## src/verilog/rdmx_pkg.sv

```systemverilog
/*
 * Shared definitions for the RDMX receive checker: beat geometry, header
 * field positions, packet constants, error bit indices and common types
 */
package rdmx_pkg;

    // ========================================
    // Beat geometry
    // ========================================
    localparam int beat_w     = 512;
    localparam int beat_bytes = 64;

    // ========================================
    // Packet constants
    // ========================================
    // Every RDMX packet carries this value in its magic field
    localparam logic [15:0] rdmx_magic = 16'h0122;

    // IPv4 length is the payload plus the IP, UDP and RDMX headers
    localparam int packet_overhead  = 50;
    localparam int md_payload_bytes = 128;
    localparam int fc_payload_bytes = 4;

    // Body beats per packet, the header beat not included
    localparam int md_beats = 2;
    localparam int fc_beats = 1;

    // Low bit of each header field in the byte-swapped (network order) beat
    localparam int pos_ip4_length   = 368;
    localparam int pos_rdmx_magic   = 160;
    localparam int pos_rdmx_address = 96;
    localparam int pos_rdmx_seq     = 80;

    // ========================================
    // Error vector
    // ========================================
    localparam int err_w = 18;

    // Frame-data group; the meta-data and frame-counter groups repeat it
    localparam int err_fd_magic = 0;
    localparam int err_fd_seq   = 1;
    localparam int err_fd_psize = 2;
    localparam int err_fd_taddr = 3;
    localparam int err_fd_data  = 4;
    localparam int err_fd_plen  = 5;
    localparam int err_md_magic = 6;
    localparam int err_md_seq   = 7;
    localparam int err_md_psize = 8;
    localparam int err_md_taddr = 9;
    localparam int err_md_data  = 10;
    localparam int err_md_plen  = 11;
    localparam int err_fc_magic = 12;
    localparam int err_fc_seq   = 13;
    localparam int err_fc_psize = 14;
    localparam int err_fc_taddr = 15;
    localparam int err_fc_data  = 16;
    localparam int err_fc_plen  = 17;

    // ========================================
    // Types
    // ========================================
    typedef logic [63:0] addr_t;
    typedef logic [63:0] count_t;

    typedef enum logic [2:0] {
        get_pattern,
        fd_header,
        fd_body,
        md_header,
        md_body,
        fc_header,
        fc_body
    } checker_state_t;

endpackage

```

## src/verilog/rdmx_beat_if.sv

```systemverilog
/*
 * Registered Ethernet beat with its RDMX header fields already sliced
 */
`timescale 1ns/10ps

interface rdmx_beat_if;

    // One-cycle pulse per accepted beat
    logic                        valid;
    logic                        last;
    // High when tuser was low on this beat
    logic                        well_formed;
    // Beat exactly as it arrived, little-endian
    logic [rdmx_pkg::beat_w-1:0] le_data;
    logic [15:0]                 magic;
    rdmx_pkg::addr_t             address;
    logic [15:0]                 seq;
    logic [15:0]                 ip4_length;
    logic [31:0]                 frame_counter;

    modport src (output valid, last, well_formed, le_data, magic, address, seq,
                 ip4_length, frame_counter);
    modport dst (input valid, last, well_formed, le_data, magic, address, seq,
                 ip4_length, frame_counter);

endinterface

```

## src/verilog/rdmx_ingress.sv

```systemverilog
/*
 * Ingress stage: byte swap, RDMX header slicing and one register stage
 */
`timescale 1ns/10ps

module rdmx_ingress (
    input  logic                        clk,
    input  logic [rdmx_pkg::beat_w-1:0] eth_data,
    input  logic                        eth_valid,
    input  logic                        eth_last,
    input  logic                        eth_user,
    input  logic                        eth_ready,
    rdmx_beat_if.src                    beat
);

    logic [rdmx_pkg::beat_w-1:0] be_data;
    logic                        handshake;

    // A beat moves only when both sides agree
    assign handshake = eth_valid & eth_ready;

    // ========================================
    // Byte reversal
    // ========================================
    // The MAC delivers byte 0 in the low lane; header fields are defined
    // in network order with byte 0 at the top
    always_comb begin
        for (int i = 0; i < rdmx_pkg::beat_bytes; i++) begin
            be_data[8*i +: 8] = eth_data[rdmx_pkg::beat_w - 8*(i+1) +: 8];
        end
    end

    // ========================================
    // Register stage
    // ========================================
    // valid marks each accepted beat for exactly one cycle
    always_ff @(posedge clk) begin
        beat.valid <= handshake;
        if (handshake) begin
            beat.last          <= eth_last;
            beat.well_formed   <= ~eth_user;
            beat.le_data       <= eth_data;
            beat.magic         <= be_data[rdmx_pkg::pos_rdmx_magic +: 16];
            beat.address       <= be_data[rdmx_pkg::pos_rdmx_address +: 64];
            beat.seq           <= be_data[rdmx_pkg::pos_rdmx_seq +: 16];
            beat.ip4_length    <= be_data[rdmx_pkg::pos_ip4_length +: 16];
            // The frame counter sits in the first four bytes as received
            beat.frame_counter <= eth_data[31:0];
        end
    end

endmodule

```

## src/verilog/rdmx_addr_tracker.sv

```systemverilog
/*
 * Expected RDMX target addresses for frame-data and meta-data packets
 */
`timescale 1ns/10ps

module rdmx_addr_tracker (
    input  logic            clk,
    input  logic            resetn,
    input  logic            inc_fd,
    input  logic            inc_md,
    input  logic [15:0]     packet_size,
    input  rdmx_pkg::addr_t rfd_addr,
    input  rdmx_pkg::addr_t rfd_size,
    input  rdmx_pkg::addr_t rmd_addr,
    input  rdmx_pkg::addr_t rmd_size,
    output rdmx_pkg::addr_t fd_addr,
    output rdmx_pkg::addr_t md_addr
);

    // Offsets into each window, always below the window size
    rdmx_pkg::addr_t fd_offs;
    rdmx_pkg::addr_t md_offs;

    // Advance an offset by one packet, going back to 0 at the window end
    function automatic rdmx_pkg::addr_t step_offset(input rdmx_pkg::addr_t offs,
                                                    input rdmx_pkg::addr_t step,
                                                    input rdmx_pkg::addr_t size);
        rdmx_pkg::addr_t nxt;
        nxt = offs + step;
        return (nxt < size) ? nxt : '0;
    endfunction

    always_ff @(posedge clk) begin
        if (!resetn) begin
            fd_offs <= '0;
            md_offs <= '0;
        end else begin
            if (inc_fd)
                fd_offs <= step_offset(fd_offs, rdmx_pkg::addr_t'(packet_size), rfd_size);
            if (inc_md)
                md_offs <= step_offset(md_offs, rdmx_pkg::addr_t'(rdmx_pkg::md_payload_bytes),
                                       rmd_size);
        end
    end

    assign fd_addr = rfd_addr + fd_offs;
    assign md_addr = rmd_addr + md_offs;

endmodule

```

## src/verilog/rdmx_frame_checker.sv

```systemverilog
/*
 * Packet sequence FSM with header, data and length checks,
 * sticky error bits and packet counters
 */
`timescale 1ns/10ps

module rdmx_frame_checker (
    input  logic                       clk,
    input  logic                       resetn,
    rdmx_beat_if.dst                   beat,
    input  logic [31:0]                pattern_data,
    input  logic                       pattern_valid,
    input  logic [15:0]                packet_size,
    input  logic [31:0]                frame_size,
    input  rdmx_pkg::addr_t            fd_addr,
    input  rdmx_pkg::addr_t            md_addr,
    input  rdmx_pkg::addr_t            rfc_addr,
    output logic                       pattern_ready,
    output logic                       eth_ready,
    output logic                       inc_fd,
    output logic                       inc_md,
    output rdmx_pkg::count_t           total_packets,
    output rdmx_pkg::count_t           malformed_packets,
    output logic [31:0]                expected_fc,
    output logic [rdmx_pkg::err_w-1:0] error,
    output logic                       all_good
);

    rdmx_pkg::checker_state_t    state, next_state;
    logic [rdmx_pkg::beat_w-1:0] exp_data;
    logic [15:0]                 exp_seq;
    // Body beats seen so far in the current packet, 1-based
    logic [15:0]                 beat_count;
    // Frame-data packets seen so far in this half-frame
    logic [31:0]                 fd_count;
    logic [15:0]                 beats_per_fd;
    logic [31:0]                 packets_per_hframe;
    // Expectations for the packet kind the FSM is currently in
    logic [4:0]                  err_base;
    logic [15:0]                 exp_ip4_length;
    rdmx_pkg::addr_t             exp_addr;
    logic [15:0]                 exp_beats;

    // Bit position of the single set bit in a power of two
    function automatic logic [4:0] log2_pow2(input logic [15:0] v);
        logic [4:0] r;
        r = '0;
        for (int i = 0; i < 16; i++) begin
            if (v[i])
                r = 5'(i);
        end
        return r;
    endfunction

    assign beats_per_fd       = packet_size / 16'(rdmx_pkg::beat_bytes);
    // This channel sees only half of the packets of each frame
    assign packets_per_hframe = (frame_size >> log2_pow2(packet_size)) >> 1;

    assign all_good      = (error == '0);
    // After an error both streams drain freely
    assign pattern_ready = resetn & ((state == rdmx_pkg::get_pattern) | ~all_good);
    assign eth_ready     = resetn & ((state != rdmx_pkg::get_pattern) | ~all_good);

    // ========================================
    // Expectations and next state
    // ========================================
    always_comb begin
        err_base       = 5'(rdmx_pkg::err_fd_magic);
        exp_ip4_length = packet_size + 16'(rdmx_pkg::packet_overhead);
        exp_addr       = fd_addr;
        exp_beats      = beats_per_fd;
        if (state == rdmx_pkg::md_header || state == rdmx_pkg::md_body) begin
            err_base       = 5'(rdmx_pkg::err_md_magic);
            exp_ip4_length = 16'(rdmx_pkg::md_payload_bytes + rdmx_pkg::packet_overhead);
            exp_addr       = md_addr;
            exp_beats      = 16'(rdmx_pkg::md_beats);
        end else if (state == rdmx_pkg::fc_header || state == rdmx_pkg::fc_body) begin
            err_base       = 5'(rdmx_pkg::err_fc_magic);
            exp_ip4_length = 16'(rdmx_pkg::fc_payload_bytes + rdmx_pkg::packet_overhead);
            exp_addr       = rfc_addr;
            exp_beats      = 16'(rdmx_pkg::fc_beats);
        end

        case (state)
            rdmx_pkg::get_pattern: next_state = rdmx_pkg::fd_header;
            rdmx_pkg::fd_header:   next_state = rdmx_pkg::fd_body;
            // Meta-data follows once the half-frame is complete
            rdmx_pkg::fd_body:     next_state = (fd_count == packets_per_hframe) ?
                                                rdmx_pkg::md_header : rdmx_pkg::fd_header;
            rdmx_pkg::md_header:   next_state = rdmx_pkg::md_body;
            rdmx_pkg::md_body:     next_state = rdmx_pkg::fc_header;
            rdmx_pkg::fc_header:   next_state = rdmx_pkg::fc_body;
            default:               next_state = rdmx_pkg::get_pattern;
        endcase
    end

    // ========================================
    // Sequence FSM and counters
    // ========================================
    always_ff @(posedge clk) begin
        inc_fd <= 1'b0;
        inc_md <= 1'b0;
        if (!resetn) begin
            state             <= rdmx_pkg::get_pattern;
            error             <= '0;
            total_packets     <= '0;
            malformed_packets <= '0;
            expected_fc       <= '0;
            exp_seq           <= 16'd1;
            beat_count        <= '0;
            fd_count          <= '0;
        end else begin
            // Bad FCS packets are counted even after checking has stopped
            if (beat.valid && beat.last && !beat.well_formed)
                malformed_packets <= malformed_packets + 1'b1;

            if (all_good) begin
                if (beat.valid)
                    beat_count <= beat_count + 1'b1;
                if (beat.valid && beat.last) begin
                    total_packets <= total_packets + 1'b1;
                    exp_seq       <= exp_seq + 1'b1;
                end

                case (state)
                    rdmx_pkg::get_pattern:
                        if (pattern_valid) begin
                            exp_data    <= {(rdmx_pkg::beat_w / 32){pattern_data}};
                            expected_fc <= expected_fc + 1'b1;
                            fd_count    <= '0;
                            state       <= next_state;
                        end

                    rdmx_pkg::fd_header, rdmx_pkg::md_header, rdmx_pkg::fc_header:
                        if (beat.valid) begin
                            if (beat.well_formed) begin
                                if (beat.magic != rdmx_pkg::rdmx_magic)
                                    error[err_base + rdmx_pkg::err_fd_magic] <= 1'b1;
                                if (beat.seq != exp_seq)
                                    error[err_base + rdmx_pkg::err_fd_seq] <= 1'b1;
                                if (beat.ip4_length != exp_ip4_length)
                                    error[err_base + rdmx_pkg::err_fd_psize] <= 1'b1;
                                if (beat.address != exp_addr)
                                    error[err_base + rdmx_pkg::err_fd_taddr] <= 1'b1;
                            end
                            // Strobing here leaves the tracker settled before the next header
                            inc_fd     <= (state == rdmx_pkg::fd_header);
                            inc_md     <= (state == rdmx_pkg::md_header);
                            if (state == rdmx_pkg::fd_header)
                                fd_count <= fd_count + 1'b1;
                            beat_count <= 16'd1;
                            state      <= next_state;
                        end

                    default:
                        if (beat.valid) begin
                            if (beat.well_formed) begin
                                if (state == rdmx_pkg::fd_body && beat.le_data != exp_data)
                                    error[err_base + rdmx_pkg::err_fd_data] <= 1'b1;
                                if (state == rdmx_pkg::fc_body && beat.frame_counter != expected_fc)
                                    error[err_base + rdmx_pkg::err_fd_data] <= 1'b1;
                                if (beat.last && beat_count != exp_beats)
                                    error[err_base + rdmx_pkg::err_fd_plen] <= 1'b1;
                            end
                            if (beat.last)
                                state <= next_state;
                        end
                endcase
            end
        end
    end

endmodule

```

## src/verilog/rdmx_checker_top.sv

```systemverilog
/*
 * RDMX receive checker top level for one Ethernet channel
 */
`timescale 1ns/10ps

module rdmx_checker_top (
    input  logic                        clk,
    input  logic                        resetn,
    // Frame-data pattern stream
    input  logic [31:0]                 pattern_data,
    input  logic                        pattern_valid,
    output logic                        pattern_ready,
    // Ethernet beat stream from the MAC
    input  logic [rdmx_pkg::beat_w-1:0] eth_data,
    input  logic                        eth_valid,
    input  logic                        eth_last,
    input  logic                        eth_user,
    output logic                        eth_ready,
    // Expected sizes, in bytes
    input  logic [15:0]                 packet_size,
    input  logic [31:0]                 frame_size,
    // Target address windows
    input  rdmx_pkg::addr_t             rfd_addr,
    input  rdmx_pkg::addr_t             rfd_size,
    input  rdmx_pkg::addr_t             rmd_addr,
    input  rdmx_pkg::addr_t             rmd_size,
    input  rdmx_pkg::addr_t             rfc_addr,
    // Status
    output rdmx_pkg::count_t            total_packets,
    output rdmx_pkg::count_t            malformed_packets,
    output logic [31:0]                 expected_fc,
    output logic [rdmx_pkg::err_w-1:0]  error,
    output logic                        all_good
);

    rdmx_beat_if     beat_if ();
    logic            inc_fd;
    logic            inc_md;
    rdmx_pkg::addr_t fd_addr;
    rdmx_pkg::addr_t md_addr;

    rdmx_ingress rdmx_ingress_i (
        .clk, .eth_data, .eth_valid, .eth_last, .eth_user, .eth_ready,
        .beat (beat_if.src)
    );

    rdmx_addr_tracker rdmx_addr_tracker_i (
        .clk, .resetn, .inc_fd, .inc_md, .packet_size,
        .rfd_addr, .rfd_size, .rmd_addr, .rmd_size,
        .fd_addr, .md_addr
    );

    // The checker owns both ready outputs
    rdmx_frame_checker rdmx_frame_checker_i (
        .clk, .resetn,
        .beat (beat_if.dst),
        .pattern_data, .pattern_valid, .packet_size, .frame_size,
        .fd_addr, .md_addr, .rfc_addr,
        .pattern_ready, .eth_ready, .inc_fd, .inc_md,
        .total_packets, .malformed_packets, .expected_fc, .error, .all_good
    );

endmodule

```

## config.mk

```make
export PLATFORM = sky130hd
export DESIGN_NAME = rdmx_checker_top
export DESIGN_NICKNAME = d
export VERILOG_FILES = /design/src/verilog/rdmx_pkg.sv /design/src/verilog/rdmx_beat_if.sv /design/src/verilog/rdmx_ingress.sv /design/src/verilog/rdmx_addr_tracker.sv /design/src/verilog/rdmx_frame_checker.sv /design/src/verilog/rdmx_checker_top.sv
export SDC_FILE = /design/constraint.sdc
export NUM_CORES = 2
export LEC_CHECK = 0
export ABC_AREA = 1
export BUFFER_PORTS_ARGS = -buffer_cell sky130_fd_sc_hd__buf_4
export CAP_MARGIN = 5
export CORE_AREA = 4 4 425 427
export DETAILED_ROUTE_END_ITERATION = 10
export DIE_AREA = 0 0 429 431
export GPL_TIMING_DRIVEN = 0
export RECOVER_POWER = 50
export SYNTH_ARGS = -nofsm -noshare
export SYNTH_HDL_FRONTEND = slang
export SYNTH_SLANG_ARGS = --single-unit
export TNS_END_PERCENT = 5
```

## constraint.sdc

```tcl
create_clock -name clk -period 56.4 [get_ports clk]
set_input_delay 2.82 -clock clk [delete_from_list [all_inputs] [get_ports clk]]
set_output_delay 2.82 -clock clk [all_outputs]
set_load 0.01 [all_outputs]
```

# Word level (Yosys, flattened, before mapping)
# Cells that the tools add are included.
# W data, S select, Z words.
dict set report totals {
  romBits 0
  ff_bits 1546
  memories 0
  latchBits 0
  input_bits 918
  ramBits 0
  elab_cells 202
  out_inout_bits 181
}
dict set report classes {
  n_bitwise 15
  n_reduce_logical 29
  magnitude_cmp 14
  n_addsub 16
  n_mul 0
  shift 1
  n_div 0
  mux 88
  n_eq_ne 17
}
# op count
set ops {}
lappend ops {{$mux W18} 36}
lappend ops {{$ne A512 B512 Y1} 1}
lappend ops {{$mux W64} 4}
lappend ops {{$ge A32 B1 Y1 const B} 5}
lappend ops {{$lt A32 B6 Y1 const B} 5}
lappend ops {{$add A64 B1 Y64 const B} 2}
lappend ops {{$add A64 B64 Y64} 2}
lappend ops {{$lt A64 B64 Y1} 2}
lappend ops {{$or A18 B18 Y18} 7}
lappend ops {{$mux W16} 6}
lappend ops {{$mux W32} 3}
lappend ops {{$mux W5} 15}
lappend ops {{$add A32 B1 Y32 const B} 2}
lappend ops {{$add A64 B16 Y64} 1}
lappend ops {{$add A64 B8 Y64 const B} 1}
lappend ops {{$ne A64 B64 Y1} 1}
lappend ops {{$pmux W32 S2} 1}
lappend ops {{$ne A16 B16 Y1} 3}
lappend ops {{$pmux W18 S2} 1}
lappend ops {{$add A16 B1 Y16 const B} 2}
lappend ops {{$eq A32 B31 Y1} 1}
lappend ops {{$ne A32 B32 Y1} 1}
lappend ops {{$shr A32 B5 Y32} 1}
lappend ops {{$demux W1 S5} 6}
lappend ops {{other kinds (35)} 71}

# Logic depth before layout (Yosys ltp)
dict set report logic_depth {
  ltp_word 34
  depth_mapped 31
  depth_no_buf 29
}

# Modules after synthesis
# Synthesis repeated with hierarchy kept, for this count alone.
dict set report unflattened {
  cells_unflattened 8405
  area_unflattened_um2 62671.4
}
# module cells_each seq_area_each_um2 area_each_um2 n_inst
set modules_own_cells {}
lappend modules_own_cells {rdmx_frame_checker 3845 5905.7 24457.2 1}
lappend modules_own_cells {rdmx_addr_tracker 3898 2422.3 21667.0 1}
lappend modules_own_cells {rdmx_ingress 662 15454.8 16547.1 1}

# Worst setup path before layout
# OpenSTA, ideal clock, no wires.
dict set report synth_path {
  kind {in2reg}
  start {input port resetn}
  end {register rdmx_ingress_i.beat.valid}
  arrival_time_ns 24.457
  n_path_buf 1
  cell_stages 3
  required_time_ns 53.959
  slack_ns 29.503
  setup_time_ns 2.441
  path_cell_list {clkbuf_1 -> o21ai_0 -> nor2_1}
}
dict set report synth_via {
  elab_chain_len 2
}
# element line_no
set synth_lines {}
lappend synth_lines {{start: declaration} rdmx_checker_top.sv:8} ;# input logic resetn,
lappend synth_lines {{$and A1 B1 Y1} rdmx_frame_checker.sv:62} ;# assign eth_ready = resetn & ((state != rdmx_pkg::get_pattern) | ~all_good);
lappend synth_lines {{$and A1 B1 Y1} rdmx_ingress.sv:20} ;# assign handshake = eth_valid & eth_ready;
lappend synth_lines {{via rdmx_ingress_i.handshake} rdmx_ingress.sv:17} ;# logic handshake;
lappend synth_lines {{end signal: assignment} rdmx_ingress.sv:38} ;# beat.valid <= handshake;
lappend synth_lines {{end: declaration} rdmx_beat_if.sv:21} ;# modport src (output valid, last, well_formed, le_data, magic, address, seq,
# The timed path passes the listed nets, and every way through them passes these cells.
# A chain may end at the register's enable or synchronous reset.

# Worst setup path after layout
dict set report layout_path {
  start {input port resetn}
  end {output port pattern_ready}
}
dict set report layout_via {
  elab_chain_len 1
}
# element line_no
set layout_lines {}
lappend layout_lines {{$and A1 B1 Y1} rdmx_frame_checker.sv:61} ;# assign pattern_ready = resetn & ((state == rdmx_pkg::get_pattern) | ~all_good);
lappend layout_lines {{end: declaration} rdmx_checker_top.sv:12} ;# output logic pattern_ready,
# No other way between the ends.

==> results by group <==
Outcome
  – Status: complete, but fails checks
  – Violated checks: capacitance limit, slew limit

Power and ir drop
  – Maximum VDD drop: roughly 33 uV
  – Switching pwr: between 0.7 and 0.8 mW
  – PwrDens: 27.6 mW/mm^2
  – Switch share: 0.350
  – Pleak: between 30 and 40 nW
  – P_int: 1.38 mW
  – Combinational power share: 0.249
  – Clock Power Share: 0.360
  – Flop pwr share: 0.390

Global routing
  – Antenna violations before repair: approximately 190
  – Total track usage: 0.362
  – Largest net degree at the start of global routing: 38
  – Grt ovf: 0
  – Via count of the first global-routing pass: between 60000 and 70000
  – First-pass GRT wire length: between 400 and 500 mm

Timing
  – Period utilization: 0.176
  – Finish-stage setup viols: 0
  – TNS Setup: 0 ns
  – Final min period: between 9 and 10 ns
  – Rel. slew slack: -0.352
  – Achievable frequency: approximately 100 MHz
  – Max Clock Skew: roughly 0.097 ns
  – Unrepaired setup endpoints after global routing: no
  – Slew at the pin closest to its max-slew limit: approximately 2 ns
  – Slew Limit Fails: 72
  – Final hold vios: 0

Cells and area
  – Area grow syn2layout: 24.0%
  – Final nets: 11000
  – Layout cells sized above 1: 0.131
  – Filler cell count in the final layout: around 18000
  – Post-layout util: 0.437

Clock tree
  – Root Buffer: clkbuf_16
  – CTS-repair resized insts: 0
  – CTS Hold Bufs: 0
  – CTS Buf Count: 110
  – CTS max path bufs: 3
  – Number of buffers added for setup after CTS: 0
  – H-tree levels: 3
  – Worst skew pair latency: 0.83 ns
  – CTS sink count: 915
  – CTS tree: yes
  – Clock-pin slew on the worst setup and hold paths: 0.06 ns

Worst hold path
  – HP Class: flip-flop to flip-flop

Floorplanning
  – Core Region: between 0.15 and 0.2 mm^2
  – Die H: about 430 um
  – Die Wd: about 430 um
  – Number of top-level pins: 1099
  – Die area: about 0.18 mm^2
  – Initial Util: 0.353
  – Row cnt: between 150 and 200

Yosys
  – Synth area leader: edfxtp_1
  – Asr flop ratio synth: 0
  – Synth cell types: just over 70
  – Mapped Area: between 0.06 and 0.07 mm^2
  – Syn Inst Count: between 8000 and 9000
  – Synth Register Bits: just over 900
  – Mean Syn Cell Area: approximately 7.3 um^2
  – Area share of the largest cell type after synthesis: 0.264
  – Register area share after synthesis: 0.383
  – Synth warnings: 0
  – Top cells by count, synth: 2308 x nand2_1, 1383 x inv_1, 663 x nand3_1
  – Cell with the most instances after synthesis: nand2_1
  – Post-synth net total: about 9700
  – Post-synth EDFFs: between 500 and 600
  – Synth area leaders: edfxtp_1 26%, nand2_1 14%, dfxtp_1 12%, inv_1 8.4%, nand3_1 5.3%
  – Main synth FF type: edfxtp_1

Critical path
  – Critical path type: input port to output pin
  – Startpoint types: input port
  – Crit end category: output pin
  – Crit path cell chain: clkbuf_1 -> clkbuf_1 -> clkbuf_1 -> clkbuf_1 -> clkbuf_1 -> o21ai_0 -> inv_1 -> buf_4
  – Slowest cell delay on critical path: 1.00 ns
  – Crit Path Max Fanout: 10
  – Req. time, crit path: around 54 ns
  – Delay-heaviest family, CP: buffers and inverters
  – Most frequent CP cell: clkbuf_1
  – CP max-delay cell: clkbuf_1
  – Arr. time, crit path: 7.08 ns
  – WP buf/inv: 7

Drt
  – Routed vias: 66100
  – Routed len/inst: between 20 and 30 um
  – Drt total wl: between 300 and 400 mm
  – Post-route ant nets: 0
  – Number of remaining DRC errors: 0
  – DR pass1 iterations: 6
  – Drt via density: 5.35
  – Initial detailed-routing violation count: between 7000 and 8000

Placement
  – Post-DP HPWL: roughly 300 mm
  – Final GP Congestion: approximately 1
  – Number of port buffers: approximately 1100

Flow run
  – Maxcap violations: 4
==> per-stage QoR <==
| stage | area (um^2) | total power [mW] | setup slack [ns] | hold slack [ns] | instances |
|---|---|---|---|---|---|
| 5_1_grt | 76900 | 2.18 | 46.56 | 0.471 | 12300 |
| 3_5_place_dp | 73700 | 1.37 | 47.15 | 0.441 | 12000 |
| 4_1_cts | 77600 | 2.13 | 47.15 | 0.451 | 12200 |
| 6_report | 77000 | 2.13 | 46.50 | 0.451 | 12400 |
| 2_1_floorplan | 62100 | 1.14 | 29.50 | 0.432 | 8562 |
| 3_3_place_gp | 73300 | 1.43 | 17.51 | 0.435 | 12000 |
==> power by group through the flow <==
stage	registers, mW	logic (mW)	clock network, mW
floorplan	0.871	0.269	0
global placement	0.926	0.506	0
global route	0.832	0.558	0.794
CTS	0.828	0.529	0.771
detailed placement	0.842	0.527	0
finish	0.831	0.531	0.766
==> layout by cell type, fill, tap and decap left out, types with 15 or more instances in the layout <==
cell / count
buf_2: 20
nor2_1: 598
xnor2_1: 287
diode_2: 134
o21ai_0: 186
clkbuf_16: 110
xor2_1: 199
dfxtp_1: 369
ha_1: 265
buf_1: 23
nand2_1: 2308
o21bai_1: 18
a211oi_1: 27
buf_4: 458
clkbuf_1: 380
inv_2: 23
and3_1: 40
a31oi_1: 19
nor3_1: 235
or2_2: 84
clkinv_1: 19
buf_12: 15
nand3_1: 664
inv_1: 1383
o2111ai_1: 38
nand4_1: 243
edfxtp_1: 546
o21a_1: 24
nor2_2: 19
clkbuf_4: 419
nand3b_1: 21
o22ai_1: 26
clkinv_2: 20
nor4_1: 126
a21oi_1: 459
nor3b_1: 16
==> area by class of cell <==
class                   count  area, um^2  area share
multi-input cells        6055       32300       0.419
clock buffers             147        3010      0.0390
clock inverters            60         810      0.0105
plain buffers             178         716     0.00930
diodes                    134         335     0.00436
repair buffers           1121        7810       0.101
inverters                1414        5310      0.0690
well taps                2340        2930      0.0380
flip-flops and latches    915       23800       0.309
==> kinds of logic after synthesis <==
family / Yosys count / synth area share
XOR/XNOR: 487 / 0.0688
flip-flops: 915 / 0.383
AO/OA/AOI/OAI: 856 / 0.0781
AND/OR/NAND/NOR: 4445 / 0.319
buffers and inverters: 1592 / 0.0969
adder cells (fa/ha/maj): 267 / 0.0540
==> sequential cells by signal, summed over array words and instances (netlist names), 16 cells and up <==
register and flops:
rdmx_frame_checker_i.error 18, rdmx_addr_tracker_i.fd_offs 64, rdmx_ingress_i.beat.le_data 373, rdmx_frame_checker_i.exp_seq 16, rdmx_frame_checker_i.fd_count 32, rdmx_addr_tracker_i.md_offs 57
rdmx_frame_checker_i.beat_count 16, rdmx_ingress_i.beat.frame_counter 31, rdmx_frame_checker_i.exp_data 32, rdmx_frame_checker_i.malformed_packets 64, rdmx_frame_checker_i.expected_fc 32, rdmx_frame_checker_i.total_packets 64
rdmx_ingress_i.beat.address 63
==> worst paths after layout <==
path | slack (ns) | from | end | depth (start not counted)
setup reg to reg | 49.94 | rdmx_addr_tracker_i.fd_offs[0]$_SDFFE_PN0P_ | rdmx_addr_tracker_i.fd_offs[1]$_SDFFE_PN0P_ | 31
hold / removal | 0.45 | rdmx_frame_checker_i.error[10]$_SDFFE_PN0P_ | rdmx_frame_checker_i.error[10]$_SDFFE_PN0P_ | 2
setup / recovery | 46.50 | resetn | pattern_ready | 8
hold reg to reg | 0.45 | rdmx_frame_checker_i.error[10]$_SDFFE_PN0P_ | rdmx_frame_checker_i.error[10]$_SDFFE_PN0P_ | 2
==> worst reg2reg max path, delay by kind of cell, from the launching register on <==
family,cells,cell delay [ns]
buf+inv,4,1.26
compound gates,11,2.05
flops,1,0.38
fa+ha+maj,3,0.90
xor+xnor,1,0.17
simple gates,12,1.60
==> routing by layer <==
metal  vias up  routed length (um)  GRT usage
li1      30700                   -          -
met1     31500              133000      0.427
met2      3110              162000      0.591
met3       817               24200     0.0544
met4        14               32200      0.286
met5         -                 109          0
No activity file was read; power rests on OpenSTA's default activity.
